[src/hw/rr_axi_pkg.sv]
package rr_axi_pkg;

// Field widths of the recorded AXI channels
localparam int AXI_ID_WIDTH   = 4;
localparam int AXI_ADDR_WIDTH = 16;
localparam int AXI_RESP_WIDTH = 2;

typedef logic [AXI_ID_WIDTH-1:0]   axi_id_t;
typedef logic [AXI_ADDR_WIDTH-1:0] axi_addr_t;
typedef logic [AXI_RESP_WIDTH-1:0] axi_resp_t;

// AW payload with the id in the upper bits and the address below
localparam int AXI_AW_WIDTH = AXI_ID_WIDTH + AXI_ADDR_WIDTH;

// B payload with the id in the upper bits and the response below
localparam int AXI_B_WIDTH = AXI_ID_WIDTH + AXI_RESP_WIDTH;

typedef logic [AXI_AW_WIDTH-1:0] axi_aw_t;
typedef logic [AXI_B_WIDTH-1:0]  axi_b_t;

endpackage

[src/hw/rr_log_pkg.sv]
package rr_log_pkg;
import rr_axi_pkg::*;

// Entry fields from the top are AW payload, logb_aw, loge_aw and loge_b
localparam int LOG_ENTRY_WIDTH = AXI_AW_WIDTH + 3;
typedef logic [LOG_ENTRY_WIDTH-1:0] log_entry_t;

localparam int LOG_DEPTH     = 16;
localparam int LOG_PTR_WIDTH = $clog2(LOG_DEPTH);
typedef logic [LOG_PTR_WIDTH-1:0] log_ptr_t;
typedef logic [LOG_PTR_WIDTH:0]   log_count_t;

// Two slots of margin for entries still in flight
localparam log_count_t LOG_ALMFUL_LEVEL = log_count_t'(LOG_DEPTH - 2);

localparam int APB_ADDR_WIDTH = 8;
localparam int APB_DATA_WIDTH = 32;
typedef logic [APB_ADDR_WIDTH-1:0] apb_addr_t;
typedef logic [APB_DATA_WIDTH-1:0] apb_data_t;

localparam apb_addr_t REG_STATUS = 8'h00;
localparam apb_addr_t REG_DATA   = 8'h04;

typedef enum logic {IDLE, ACCESS} reader_state_t;

endpackage

[src/hw/rr_log_if.sv]
`timescale 1ns/10ps

// Log signals of one channel; LOGB_WIDTH of 0 means no begin payload
interface rr_log_if #(
   parameter int LOGB_WIDTH = 1
);
logic                                          logb_valid;
logic [((LOGB_WIDTH > 0) ? LOGB_WIDTH : 1)-1:0] logb_data;
logic                                          loge_valid;
logic                                          almful;

modport P (
   output logb_valid, logb_data, loge_valid,
   input  almful
);

modport C (
   input  logb_valid, logb_data, loge_valid,
   output almful
);
endinterface

[src/hw/axi_mstr_recorder.sv]
`timescale 1ns/10ps

module axi_mstr_recorder
   import rr_axi_pkg::*;
   import rr_log_pkg::*;
(
   input  logic      clk,
   input  logic      i_rst,
   // AW from shell, to custom logic
   input  logic      i_s_awvalid,
   output logic      o_s_awready,
   input  axi_id_t   i_s_awid,
   input  axi_addr_t i_s_awaddr,
   output logic      o_m_awvalid,
   input  logic      i_m_awready,
   output axi_id_t   o_m_awid,
   output axi_addr_t o_m_awaddr,
   // B from custom logic, back to shell
   input  logic      i_m_bvalid,
   output logic      o_m_bready,
   input  axi_id_t   i_m_bid,
   input  axi_resp_t i_m_bresp,
   output logic      o_s_bvalid,
   input  logic      i_s_bready,
   output axi_id_t   o_s_bid,
   output axi_resp_t o_s_bresp,
   // Log readout
   input  logic      i_psel,
   input  logic      i_penable,
   input  logic      i_pwrite,
   input  apb_addr_t i_paddr,
   output apb_data_t o_prdata,
   output logic      o_pready,
   output logic      o_pslverr
);

axi_aw_t    aw_in;
axi_aw_t    aw_out;
axi_b_t     b_in;
axi_b_t     b_out;
log_count_t count;
log_entry_t head;
logic       pop;

assign aw_in = {i_s_awid, i_s_awaddr};
assign {o_m_awid, o_m_awaddr} = aw_out;
assign b_in = {i_m_bid, i_m_bresp};
assign {o_s_bid, o_s_bresp} = b_out;

rr_log_if #(.LOGB_WIDTH(AXI_AW_WIDTH)) aw_log ();
// B only logs its end event
rr_log_if #(.LOGB_WIDTH(0)) b_log ();

channel_logger #(
   .DATA_WIDTH(AXI_AW_WIDTH)
) aw_logger (
   .clk(clk),
   .i_rst(i_rst),
   .i_in_valid(i_s_awvalid),
   .o_in_ready(o_s_awready),
   .i_in_data(aw_in),
   .o_out_valid(o_m_awvalid),
   .i_out_ready(i_m_awready),
   .o_out_data(aw_out),
   .log(aw_log.P)
);

channel_logger #(
   .DATA_WIDTH(AXI_B_WIDTH)
) b_logger (
   .clk(clk),
   .i_rst(i_rst),
   .i_in_valid(i_m_bvalid),
   .o_in_ready(o_m_bready),
   .i_in_data(b_in),
   .o_out_valid(o_s_bvalid),
   .i_out_ready(i_s_bready),
   .o_out_data(b_out),
   .log(b_log.P)
);

log_packer packer (
   .clk(clk),
   .i_rst(i_rst),
   .aw_log(aw_log.C),
   .b_log(b_log.C),
   .o_count(count),
   .o_head(head),
   .i_pop(pop)
);

log_apb_reader reader (
   .clk(clk),
   .i_rst(i_rst),
   .i_psel(i_psel),
   .i_penable(i_penable),
   .i_pwrite(i_pwrite),
   .i_paddr(i_paddr),
   .o_prdata(o_prdata),
   .o_pready(o_pready),
   .o_pslverr(o_pslverr),
   .i_count(count),
   .i_head(head),
   .o_pop(pop)
);

endmodule

[src/hw/channel_logger.sv]
`timescale 1ns/10ps

module channel_logger #(
   parameter int DATA_WIDTH = 8
) (
   input  logic                  clk,
   input  logic                  i_rst,
   input  logic                  i_in_valid,
   output logic                  o_in_ready,
   input  logic [DATA_WIDTH-1:0] i_in_data,
   output logic                  o_out_valid,
   input  logic                  i_out_ready,
   output logic [DATA_WIDTH-1:0] o_out_data,
   rr_log_if.P                   log
);

logic                  full;
logic [DATA_WIDTH-1:0] data_q;
logic                  in_hs;
logic                  out_hs;

// Accept when the slot frees up this cycle, unless the log is close to full
assign o_in_ready = (!full || i_out_ready) && !log.almful;

assign in_hs  = i_in_valid && o_in_ready;
assign out_hs = full && i_out_ready;

assign o_out_valid = full;
assign o_out_data  = data_q;

always_ff @(posedge clk) begin
   if (i_rst) begin
      full <= 1'b0;
   end else if (in_hs) begin
      full <= 1'b1;
   end else if (out_hs) begin
      full <= 1'b0;
   end
end

always_ff @(posedge clk) begin
   if (in_hs) begin
      data_q <= i_in_data;
   end
end

// End event when the far side takes the item
assign log.loge_valid = out_hs;

// Begin event only on channels that log a payload
generate
   if (log.LOGB_WIDTH > 0) begin : g_logb
      assign log.logb_valid = in_hs;
      assign log.logb_data  = i_in_data;
   end else begin : g_no_logb
      assign log.logb_valid = 1'b0;
      assign log.logb_data  = '0;
   end
endgenerate

endmodule

[src/hw/log_apb_reader.sv]
`timescale 1ns/10ps

module log_apb_reader
   import rr_log_pkg::*;
(
   input  logic       clk,
   input  logic       i_rst,
   input  logic       i_psel,
   input  logic       i_penable,
   input  logic       i_pwrite,
   input  apb_addr_t  i_paddr,
   output apb_data_t  o_prdata,
   output logic       o_pready,
   output logic       o_pslverr,
   input  log_count_t i_count,
   input  log_entry_t i_head,
   output logic       o_pop
);

reader_state_t state;
reader_state_t state_next;
logic          access;
logic          hit_status;
logic          hit_data;
logic          log_empty;
logic          err;

always_ff @(posedge clk) begin
   if (i_rst) begin
      state <= IDLE;
   end else begin
      state <= state_next;
   end
end

always_comb begin
   state_next = state;
   case (state)
      IDLE:   if (i_psel && !i_penable) state_next = ACCESS;
      ACCESS: state_next = IDLE;
      default: state_next = IDLE;
   endcase
end

assign access     = (state == ACCESS) && i_psel && i_penable;
assign hit_status = (i_paddr == REG_STATUS);
assign hit_data   = (i_paddr == REG_DATA);
assign log_empty  = (i_count == '0);

// Writes, unmapped reads and reads of an empty log
assign err = i_pwrite || !(hit_status || hit_data) || (hit_data && log_empty);

assign o_pready  = (state == ACCESS);
assign o_pslverr = access && err;

// Pop lands on the same edge that completes the read
assign o_pop = access && !err && hit_data;

always_comb begin
   o_prdata = '0;
   if (access && !i_pwrite) begin
      if (hit_status) begin
         o_prdata = apb_data_t'(i_count);
      end else if (hit_data && !log_empty) begin
         o_prdata = apb_data_t'(i_head);
      end
   end
end

endmodule

[src/hw/log_packer.sv]
`timescale 1ns/10ps

module log_packer
   import rr_log_pkg::*;
(
   input  logic       clk,
   input  logic       i_rst,
   rr_log_if.C        aw_log,
   rr_log_if.C        b_log,
   output log_count_t o_count,
   output log_entry_t o_head,
   input  logic       i_pop
);

log_entry_t mem [LOG_DEPTH];
log_ptr_t   wr_ptr;
log_ptr_t   rd_ptr;
log_count_t count_q;
log_count_t count_next;
logic       almful_q;
log_entry_t entry;
logic       push;
logic       pop;

// One entry per cycle with all events of that cycle
assign entry = {aw_log.logb_data, aw_log.logb_valid, aw_log.loge_valid, b_log.loge_valid};
assign push  = aw_log.logb_valid || aw_log.loge_valid || b_log.loge_valid;
assign pop   = i_pop && (count_q != '0);

always_comb begin
   count_next = count_q + log_count_t'(push) - log_count_t'(pop);
end

always_ff @(posedge clk) begin
   if (i_rst) begin
      wr_ptr   <= '0;
      rd_ptr   <= '0;
      count_q  <= '0;
      almful_q <= 1'b0;
   end else begin
      if (push) begin
         wr_ptr <= wr_ptr + 1'b1;
      end
      if (pop) begin
         rd_ptr <= rd_ptr + 1'b1;
      end
      count_q  <= count_next;
      // Tracks the new count so it lines up with o_count
      almful_q <= (count_next >= LOG_ALMFUL_LEVEL);
   end
end

always_ff @(posedge clk) begin
   if (push) begin
      mem[wr_ptr] <= entry;
   end
end

assign o_head  = mem[rd_ptr];
assign o_count = count_q;

// Same stall level for both channels
assign aw_log.almful = almful_q;
assign b_log.almful  = almful_q;

endmodule

[config.mk]
export PLATFORM = sky130hd
export DESIGN_NAME = axi_mstr_recorder
export DESIGN_NICKNAME = d
export VERILOG_FILES = /design/src/hw/rr_axi_pkg.sv /design/src/hw/rr_log_pkg.sv /design/src/hw/rr_log_if.sv /design/src/hw/axi_mstr_recorder.sv /design/src/hw/channel_logger.sv /design/src/hw/log_apb_reader.sv /design/src/hw/log_packer.sv
export SDC_FILE = /design/constraint.sdc
export NUM_CORES = 1
export LEC_CHECK = 0
export BUFFER_PORTS_ARGS = -buffer_cell sky130_fd_sc_hd__buf_2
export CORE_MARGIN = 2
export CORE_UTILIZATION = 55
export CTS_BUF_LIST = sky130_fd_sc_hd__clkbuf_4 sky130_fd_sc_hd__clkbuf_8
export CTS_CLUSTER_DIAMETER = 120
export DETAILED_ROUTE_END_ITERATION = 8
export GPL_TIMING_DRIVEN = 0
export PLACE_DENSITY = 0.8
export SLEW_MARGIN = 20
export SYNTH_ARGS = -nofsm -noshare
export SYNTH_HDL_FRONTEND = slang
export SYNTH_SLANG_ARGS = --single-unit
[constraint.sdc]
create_clock -name clk -period 3.1 [get_ports clk]
set_input_delay 0.31 -clock clk [delete_from_list [all_inputs] [get_ports clk]]
set_output_delay 0.31 -clock clk [all_outputs]
set_load 0.01 [all_outputs]
After elaboration in Yosys (flattened, before gate mapping)
Memory sizes are Yosys's and may differ from the RTL's. A register that Yosys moved wholly into a read port is not among the register bits.
Index checks and enable logic that the tools add are counted.
{"block": "classes", "add_sub_neg": 4, "n_lt_le_gt_ge": 1, "eq_ne": 1, "mux": 13, "bitwise": 1, "n_reduce_logical": 36}
{"cell": "$mux 32", "count": 2}
{"cell": "$mux 23", "count": 1}
{"cell": "$logic_and 1x1->1", "count": 16}
{"cell": "$add 4x1->4 const B", "count": 2}
{"cell": "$eq 8x3->1 const B", "count": 1}
{"cell": "$logic_not 1->1", "count": 8}
{"cell": "$logic_not 8->1", "count": 1}
{"cell": "$mux 4", "count": 2}
{"cell": "$logic_or 1x1->1", "count": 7}
{"cell": "$mux 1", "count": 7}
{"cell": "$add 5x1->5", "count": 1}
{"cell": "$ge 5x4->1 const B", "count": 1}
{"cell": "$logic_not 5->1", "count": 1}
{"cell": "$reduce_bool 5->1", "count": 1}
{"cell": "$sub 5x1->5", "count": 1}
{"cell": "$reduce_bool 2->1", "count": 2}
{"cell": "$pmux 1 s2", "count": 1}
{"cell": "$not 1->1", "count": 1}
{"block": "word_totals", "ff_bits": 43, "mem_bits_rw": 368, "input_bits": 43, "output_inout_bits": 64, "word_cells": 66, "memories": 1}
{"memory": "packer.mem", "words": 16, "word_bits": 23, "read_ports": 1, "rd_ports_with_merged_regs": 1, "wr": 1, "line": "log_packer.sv:15", "text": "log_entry_t mem [LOG_DEPTH];"}

Longest topological paths before layout
Gate-level depths: netlist of the first run.
{"block": "depth", "word_depth": 11, "mapped_depth": 11, "mapped_depth_nobuf": 11}

Hierarchy
Synthesis of the first run repeated with hierarchy kept, for this count alone.
{"block": "hier_totals", "hier_cells": 808, "area_unflattened_um2": 16280.6}
{"module": "log_packer", "n_inst": 1, "cells_per_inst": 668, "area_per_inst_um2": 14675.3, "seq_area_each_um2": 11410.9}
{"module": "channel_logger at aw_logger", "n_inst": 1, "cells_per_inst": 48, "area_per_inst_um2": 819.5, "seq_area_each_um2": 620.6}
{"module": "log_apb_reader", "n_inst": 1, "cells_per_inst": 75, "area_per_inst_um2": 518.0, "seq_area_each_um2": 20.0}
{"module": "channel_logger at b_logger", "n_inst": 1, "cells_per_inst": 17, "area_per_inst_um2": 267.8, "seq_area_each_um2": 200.2}

Least setup slack after synthesis of the first run
OpenSTA, ideal clock, no wires.
{"block": "synth_path", "path_kind": "register to register", "startpoint": "register aw_logger.full (netlist: aw_logger.o_out_valid)", "endpoint": "memory packer.mem[0][0] (netlist bit) (enable)", "setup_time_ns": 0.432, "arrival_time_ns": 2.720, "setup_slack_ns": -0.052, "path_stages_with_launch": 6, "path_buffers": 1, "synth_period_minus_slack_ns": 3.152, "path_cell_list": "dfxtp_1 -> nor3b_1 -> or2_2 -> clkbuf_1 -> nand2_1 -> nor3_1"}
{"block": "synth_between", "elab_chain_cells": 8, "elab_cells_between_ends": 9, "cone_classes": "2 x mux; 7 x reduce/logical"}
{"item": "from (decl)", "line": "channel_logger.sv:17", "text": "logic full;"}
{"item": "from (signal assigned)", "line": "channel_logger.sv:33", "text": "full <= 1'b0;"}
{"item": "from (signal assigned)", "line": "channel_logger.sv:35", "text": "full <= 1'b1;"}
{"item": "from (signal assigned)", "line": "channel_logger.sv:37", "text": "full <= 1'b0;"}
{"item": "$logic_not 1->1", "line": "channel_logger.sv:23", "text": "assign o_in_ready = (!full || i_out_ready) && !log.almful;"}
{"item": "$logic_or 1x1->1", "line": "channel_logger.sv:23"}
{"item": "$logic_and 1x1->1", "line": "channel_logger.sv:23"}
{"item": "$logic_and 1x1->1", "line": "channel_logger.sv:25", "text": "assign in_hs = i_in_valid && o_in_ready;"}
{"item": "$logic_or 1x1->1 * (2 in series)", "line": "log_packer.sv:27", "text": "assign push = aw_log.logb_valid || aw_log.loge_valid || b_log.loge_valid;"}
{"item": "named net packer.push", "line": "log_packer.sv:22", "text": "logic push;"}
{"item": "$mux 1 *", "line": "log_packer.sv:54", "text": "if (push) begin"}
{"item": "$mux 1 (implied by the code) *", "line": "log_packer.sv:55", "text": "mem[wr_ptr] <= entry;"}
{"item": "to (decl)", "line": "log_packer.sv:15"}
Mark *: on every way through the listed nets, which the timed path passes. The rest lies on a longest branch.

==> impl_metrics.env, run 1 <==
export IMPL_outcome="complete, no violations"
export IMPL_clkLatencyLatePin_ps=620
export IMPL_path_max_fanout=10
export IMPL_stdcell_area_um2=19100
export IMPL_rrSetupSlack_ps=180
export IMPL_fmax_mhz=328
export IMPL_yosysWarnings=0
export IMPL_fin_worst_skew_ps=21.0
export IMPL_gr_total_overflow=0
export IMPL_placed_area_um2=17700
export IMPL_synth_top_flop_cell="edfxtp_1"
export IMPL_cts_setup_buffers=0
export IMPL_required_ps=2790
export IMPL_drc_errors=0
export IMPL_grt_max_degree=26
export IMPL_final_antenna_net_count=0
export IMPL_fp_dieH_um=175
export IMPL_cts_sinks=415
export IMPL_synth_largest_area_cell="edfxtp_1"
export IMPL_hold_ws_ps=41.8
export IMPL_area_delta_synth_final_pct=18.4
export IMPL_mostFrequentLayoutCell="edfxtp_1"
export IMPL_arrival_ps=2740
export IMPL_peakVddDrop_v=0.000391
export IMPL_routed_wl_um=34700
export IMPL_internal_power_mw=9.14
export IMPL_max_slew_worst_pin_slew_ps=814
export IMPL_dpl_worst_slack_ps=9.89
export IMPL_dp_hpwl_um=22100
export IMPL_num_rows=62
export IMPL_synthCells=785
export IMPL_period_needed_ps=3050
export IMPL_detailroute_via_count=8443
export IMPL_p_leak_nw=6.26
export IMPL_die_w_um=175
export IMPL_finalSetupViolations=0
export IMPL_r2r_cells=11
export IMPL_end_kind="output port"
export IMPL_grt_first_pass_wirelength_um=52300
export IMPL_synth_top_area_share=0.735
export IMPL_startpoint_type="flip-flop"
export IMPL_cts_tree="built"
export IMPL_crit_path_end="o_prdata[17]"
export IMPL_syn_area_per_cell_um2=20.5
export IMPL_setup_tns_final_ps=0
export IMPL_max_cap_violations=0
export IMPL_max_slew_margin=0.455
export IMPL_dieArea_um2=30700
export IMPL_antenna_found_initial=2
export IMPL_grt_total_usage=0.233
export IMPL_ys_seq_elements=415
export IMPL_p_sw_mw=2.75
export IMPL_synth_edf_count=394
export IMPL_p_per_area_nw_per_um2=624
export IMPL_cts_buffers=61
export IMPL_wire_per_inst_um=24.5
export IMPL_final_cell_mix="edfxtp_1, buf_2, mux4_2"
export IMPL_timing_rr_end="packer.aw_log.almful"
export IMPL_clkPwrFrac=0.352
export IMPL_ys_types=55
export IMPL_drt_pass1_iter_count=7
export IMPL_drt_iter0_markers=861
export IMPL_fin_crit_sh=0.982
export IMPL_layout_setup_ws_ps=54.7
export IMPL_cts_buffer_depth=3
export IMPL_postSynth_asyncResetShare=0
export IMPL_io_pins=107
export IMPL_place_congestion=0.757
export IMPL_clk_pin_slew_worst_paths_ps=60
export IMPL_nNetsFinal=1038
export IMPL_path_class="reg -> out"
export IMPL_cts_root_buf="clkbuf_8"
export IMPL_ys_seq_area_frac=0.761
export IMPL_fill_cells=1758
export IMPL_h_tree_depth=2
export IMPL_swShare=0.231
export IMPL_power_sequential_fraction=0.552
export IMPL_port_buffer_count=97
export IMPL_vias_per_cell=5.96
export IMPL_timing_rr_start="packer.o_count[2]"
export IMPL_netlist_area_um2=16100
export IMPL_core_area_um2=28800
export IMPL_p_comb_frac=0.096
export IMPL_hold_violations=0
export IMPL_synthTopCellsByArea="edfxtp_1, mux4_2, dfxtp_1"
export IMPL_slew_violations=0
export IMPL_start_util=0.559
export IMPL_drive_gt1_frac=0.347
export IMPL_grt_pass1_vias=8645
export IMPL_min_delay_path_class="in -> reg"
-- cells in the mapped netlist, types with 3 or more instances --
cell and instances:
nand2b_1 6, xnor2_1 7, a221oi_1 3, o21ai_0 3
clkbuf_1 13, nor2_1 22, a211oi_1 18, nor2b_1 23
ha_1 10, or2_1 4, mux4_1 8, mux4_2 80
buf_6 7, inv_1 11, mux2i_1 13, nand2_1 16
a21oi_1 12, o21ai_1 3, buf_4 15, or2_0 3
a22oi_1 3, a32oi_1 3, o22ai_1 19, dfxtp_1 21
edfxtp_1 394, buf_1 3, nor3_1 21, nand3_1 3
buf_2 8
-- worst max-delay path, cell delays in order (launching register included) --
cell	delay, ps
dfxtp_1	370
buf_2	310
nand2b_1	160
clkbuf_2	290
clkbuf_4	350
o22ai_1	150
nor3_1	280
buf_2	200
-- state kept, by name (all words and copies together), names as in the netlist, named ones only --
signal / cells
packer.wr_ptr: 4
packer.rd_ptr: 4
aw_logger.o_out_data: 20
packer.o_count: 5
packer.aw_log.almful: 1
b_logger.o_out_data: 6
packer.mem: 368
reader.o_pready: 1
b_logger.o_out_valid: 1
aw_logger.o_out_valid: 1
-- metal layers --
layer	wire, µm	share of wire	track usage	up-vias
met3	2780	0.080	0.0529	71
met5	0	0	0	-
li1	-	-	-	3626
met2	17600	0.51	0.386	465
met4	978	0.028	0.0830	0
met1	13300	0.38	0.309	4281
-- final cells by class --
class | count | area (µm²) | area share
repair buffers | 129 | 1080 | 0.0566
clock inverters | 32 | 201 | 0.0106
diodes | 2 | 5.00 | 0.000263
clock buffers | 77 | 960 | 0.0503
inverters | 13 | 48.8 | 0.00256
plain buffers | 47 | 368 | 0.0193
flip-flops and latches | 415 | 12300 | 0.643
well taps | 384 | 480 | 0.0252
multi-input cells | 317 | 3670 | 0.192
-- through the flow --
stage / std cells / power (mW) / util
finish: 1416 / 11.9 / 0.662
detailed placement: 1295 / 7.79 / 0.616
global route: 1416 / 12.3 / 0.662
floorplan: 793 / 7.28 / -
global placement: 1274 / 7.62 / 0.595
CTS: 1414 / 12.0 / 0.661
-- cell families after synthesis --
family	after synthesis	synth area share
mux	101	0.133
other cells	1	0.000233
simple gates	118	0.0410
fa+ha+maj	11	0.00901
compound gates	70	0.0291
buf+inv	61	0.0224
xor+xnor	8	0.00435
flops	415	0.761
-- power groups by stage --
stage | logic [mW] | clock network (mW) | registers, mW
4_1_cts | 1.14 | 4.26 | 6.56
6_report | 1.14 | 4.19 | 6.56
5_1_grt | 1.24 | 4.47 | 6.58
3_5_place_dp | 1.12 | 0 | 6.67
3_3_place_gp | 0.939 | 0 | 6.68
2_1_floorplan | 0.594 | 0 | 6.69
-- how the worst min path moves through the flow --
stage,cells after the start,end,start
finish,3,aw_logger.o_out_valid,i_m_awready
global route,3,aw_logger.o_out_valid,i_m_awready
CTS,3,aw_logger.o_out_valid,i_m_awready
detailed placement,1,reader.o_pready,reader.o_pready
global placement,1,reader.o_pready,reader.o_pready
floorplan,1,reader.o_pready,i_penable
-- repair_timing --
action                     CTS  global route
hold buffers                11             0
hold endpoints to repair     9             0
resized for setup           18            10
cloned                       0             0
pin swaps                    0             0
setup endpoints to repair   21            10
Power figures use the tool's default switching activity.
==> run 2: changes to the inputs <==
--- a/config.mk
+++ b/config.mk
@@ -6,13 +6,12 @@
 export NUM_CORES = 1
 export LEC_CHECK = 0
 export BUFFER_PORTS_ARGS = -buffer_cell sky130_fd_sc_hd__buf_2
-export CORE_MARGIN = 2
 export CORE_UTILIZATION = 55
 export CTS_BUF_LIST = sky130_fd_sc_hd__clkbuf_4 sky130_fd_sc_hd__clkbuf_8
 export CTS_CLUSTER_DIAMETER = 120
 export DETAILED_ROUTE_END_ITERATION = 8
-export GPL_TIMING_DRIVEN = 0
 export PLACE_DENSITY = 0.8
+export RECOVER_POWER = 25
 export SLEW_MARGIN = 20
 export SYNTH_ARGS = -nofsm -noshare
 export SYNTH_HDL_FRONTEND = slang
==> run 2 against run 1 <==
Against the previous run: hold slack worse by 6.9 ps; utilization shrank 1.7 points; via count down 2.8%; critical path type unchanged; critical endpoint is now o_prdata[8].
==> impl_metrics.env, run 2 (same netlist as run 1, synthesis figures left out) <==
export IMPL_peakVddDrop_v=0.000401
export IMPL_finalSetupViolations=0
export IMPL_vias_per_cell=5.88
export IMPL_drc_errors=0
export IMPL_path_max_fanout=30
export IMPL_h_tree_depth=2
export IMPL_dp_hpwl_um=18700
export IMPL_hold_violations=0
export IMPL_nNetsFinal=1016
export IMPL_required_ps=2790
export IMPL_fin_worst_skew_ps=43.5
export IMPL_max_slew_margin=0.516
export IMPL_routed_wl_um=33000
export IMPL_max_slew_worst_pin_slew_ps=726
export IMPL_met2_length_um=16700
export IMPL_cts_buffers=60
export IMPL_hold_ws_ps=34.8
export IMPL_layout_setup_ws_ps=126
export IMPL_cts_sinks=415
export IMPL_met3_wirelength_um=2050
export IMPL_highest_layer="met4"
export IMPL_wire_per_inst_um=23.6
export IMPL_dpl_worst_slack_ps=366
export IMPL_clk_pin_slew_worst_paths_ps=60
export IMPL_drive_gt1_frac=0.329
export IMPL_cts_buffer_depth=3
export IMPL_area_delta_synth_final_pct=15.3
export IMPL_p_leak_nw=6.04
export IMPL_antenna_found_initial=1
export IMPL_internal_power_mw=8.98
export IMPL_port_buffer_count=97
export IMPL_final_cell_mix="edfxtp_1, buf_2, mux4_2"
export IMPL_p_sw_mw=2.71
export IMPL_drt_iter0_markers=789
export IMPL_dieArea_um2=30000
export IMPL_placed_area_um2=17300
export IMPL_rsz0062_at_grt="false"
export IMPL_start_util=0.559
export IMPL_gr_total_overflow=0
export IMPL_slew_violations=0
export IMPL_power_sequential_fraction=0.561
export IMPL_grt_max_degree=37
export IMPL_regMostFlops="packer.mem"
export IMPL_die_w_um=173
export IMPL_path_class="reg -> out"
export IMPL_fin_crit_sh=0.959
export IMPL_fin_util=0.645
export IMPL_setup_tns_final_ps=0
export IMPL_grt_first_pass_wirelength_um=49900
export IMPL_cts_tree="built"
export IMPL_grt_pass1_vias=8399
export IMPL_core_area_um2=28800
export IMPL_period_needed_ps=2970
export IMPL_mostFrequentLayoutCell="edfxtp_1"
export IMPL_arrival_ps=2660
export IMPL_min_delay_path_class="in -> reg"
export IMPL_wl_met1_um=13300
export IMPL_swShare=0.232
export IMPL_drt_pass1_iter_count=5
export IMPL_detailroute_via_count=8208
export IMPL_p_comb_frac=0.087
export IMPL_fp_dieH_um=173
export IMPL_outcome="complete, no violations"
export IMPL_place_congestion=0.781
export IMPL_largest_reg_flops=368
export IMPL_final_antenna_net_count=0
export IMPL_num_rows=62
export IMPL_grt_total_usage=0.225
export IMPL_p_per_area_nw_per_um2=630
export IMPL_clkPwrFrac=0.352
export IMPL_startpoint_type="flip-flop"
export IMPL_cts_root_buf="clkbuf_8"
export IMPL_max_cap_violations=0
export IMPL_fmax_mhz=336
export IMPL_clkLatencyLatePin_ps=630
export IMPL_end_kind="output port"
export IMPL_stdcell_area_um2=18600
export IMPL_io_pins=107
==> run 2: worst paths after layout <==
path / start / endpoint / slack (ps) / cells past startpoint
worst max register to register: packer.o_count[3] / packer.aw_log.almful / 370 / 11
worst min register to register: packer.rd_ptr[1] / flip-flop / 510 / 2
worst min-delay path: i_m_awready / aw_logger.o_out_valid / 30 / 3
worst max-delay path: flip-flop / o_prdata[8] / 130 / 6
==> run 2: timing repair <==
item                       in CTS  in global routing
setup endpoints to repair       6                  5
setup buffers                   0                  8
hold endpoints to repair        8                  0
resized for setup               2                  1
pin swaps                       0                  0
hold buffers                    9                  0
==> run 2: critical path, stage by stage, from the launching register on <==
cell and delay (ps):
dfxtp_4 590, buf_4 310, buf_6 310, mux4_2 360, o22ai_1 230, nor3_1 70
buf_2 150
==> run 2: through the flow <==
stage                     power, mW  std cells
after floorplan                7.28        793
after global placement         7.65       1267
after detailed placement       7.69       1267
after CTS                      11.8       1387
after global routing           12.1       1395
final                          11.7       1396
==> run 2: metal layers <==
metal	global-route usage	vias up
li1	-	3572
met1	0.304	4237
met2	0.374	333
met3	0.0378	66
met4	0.0844	0
met5	0	-
==> run 2: final cells by class <==
class / count / area, µm²
clock buffers: 84 / 1010
fillers: 1845 / 10200
inverters: 13 / 48.8
multi-input cells: 317 / 3590
diodes: 1 / 2.50
well taps: 384 / 480
repair buffers: 155 / 1030
flip-flops and latches: 415 / 12300
clock inverters: 27 / 145
==> run 2: power by group through the flow <==
| stage | Clock (mW) | Combinational [mW] | Sequential [mW] |
|---|---|---|---|
| 6_report | 4.11 | 1.02 | 6.56 |
| 5_1_grt | 4.41 | 1.12 | 6.59 |
| 2_1_floorplan | 0 | 0.594 | 6.69 |
| 3_5_place_dp | 0 | 1.01 | 6.68 |
| 3_3_place_gp | 0 | 0.987 | 6.66 |
| 4_1_cts | 4.19 | 1.03 | 6.56 |
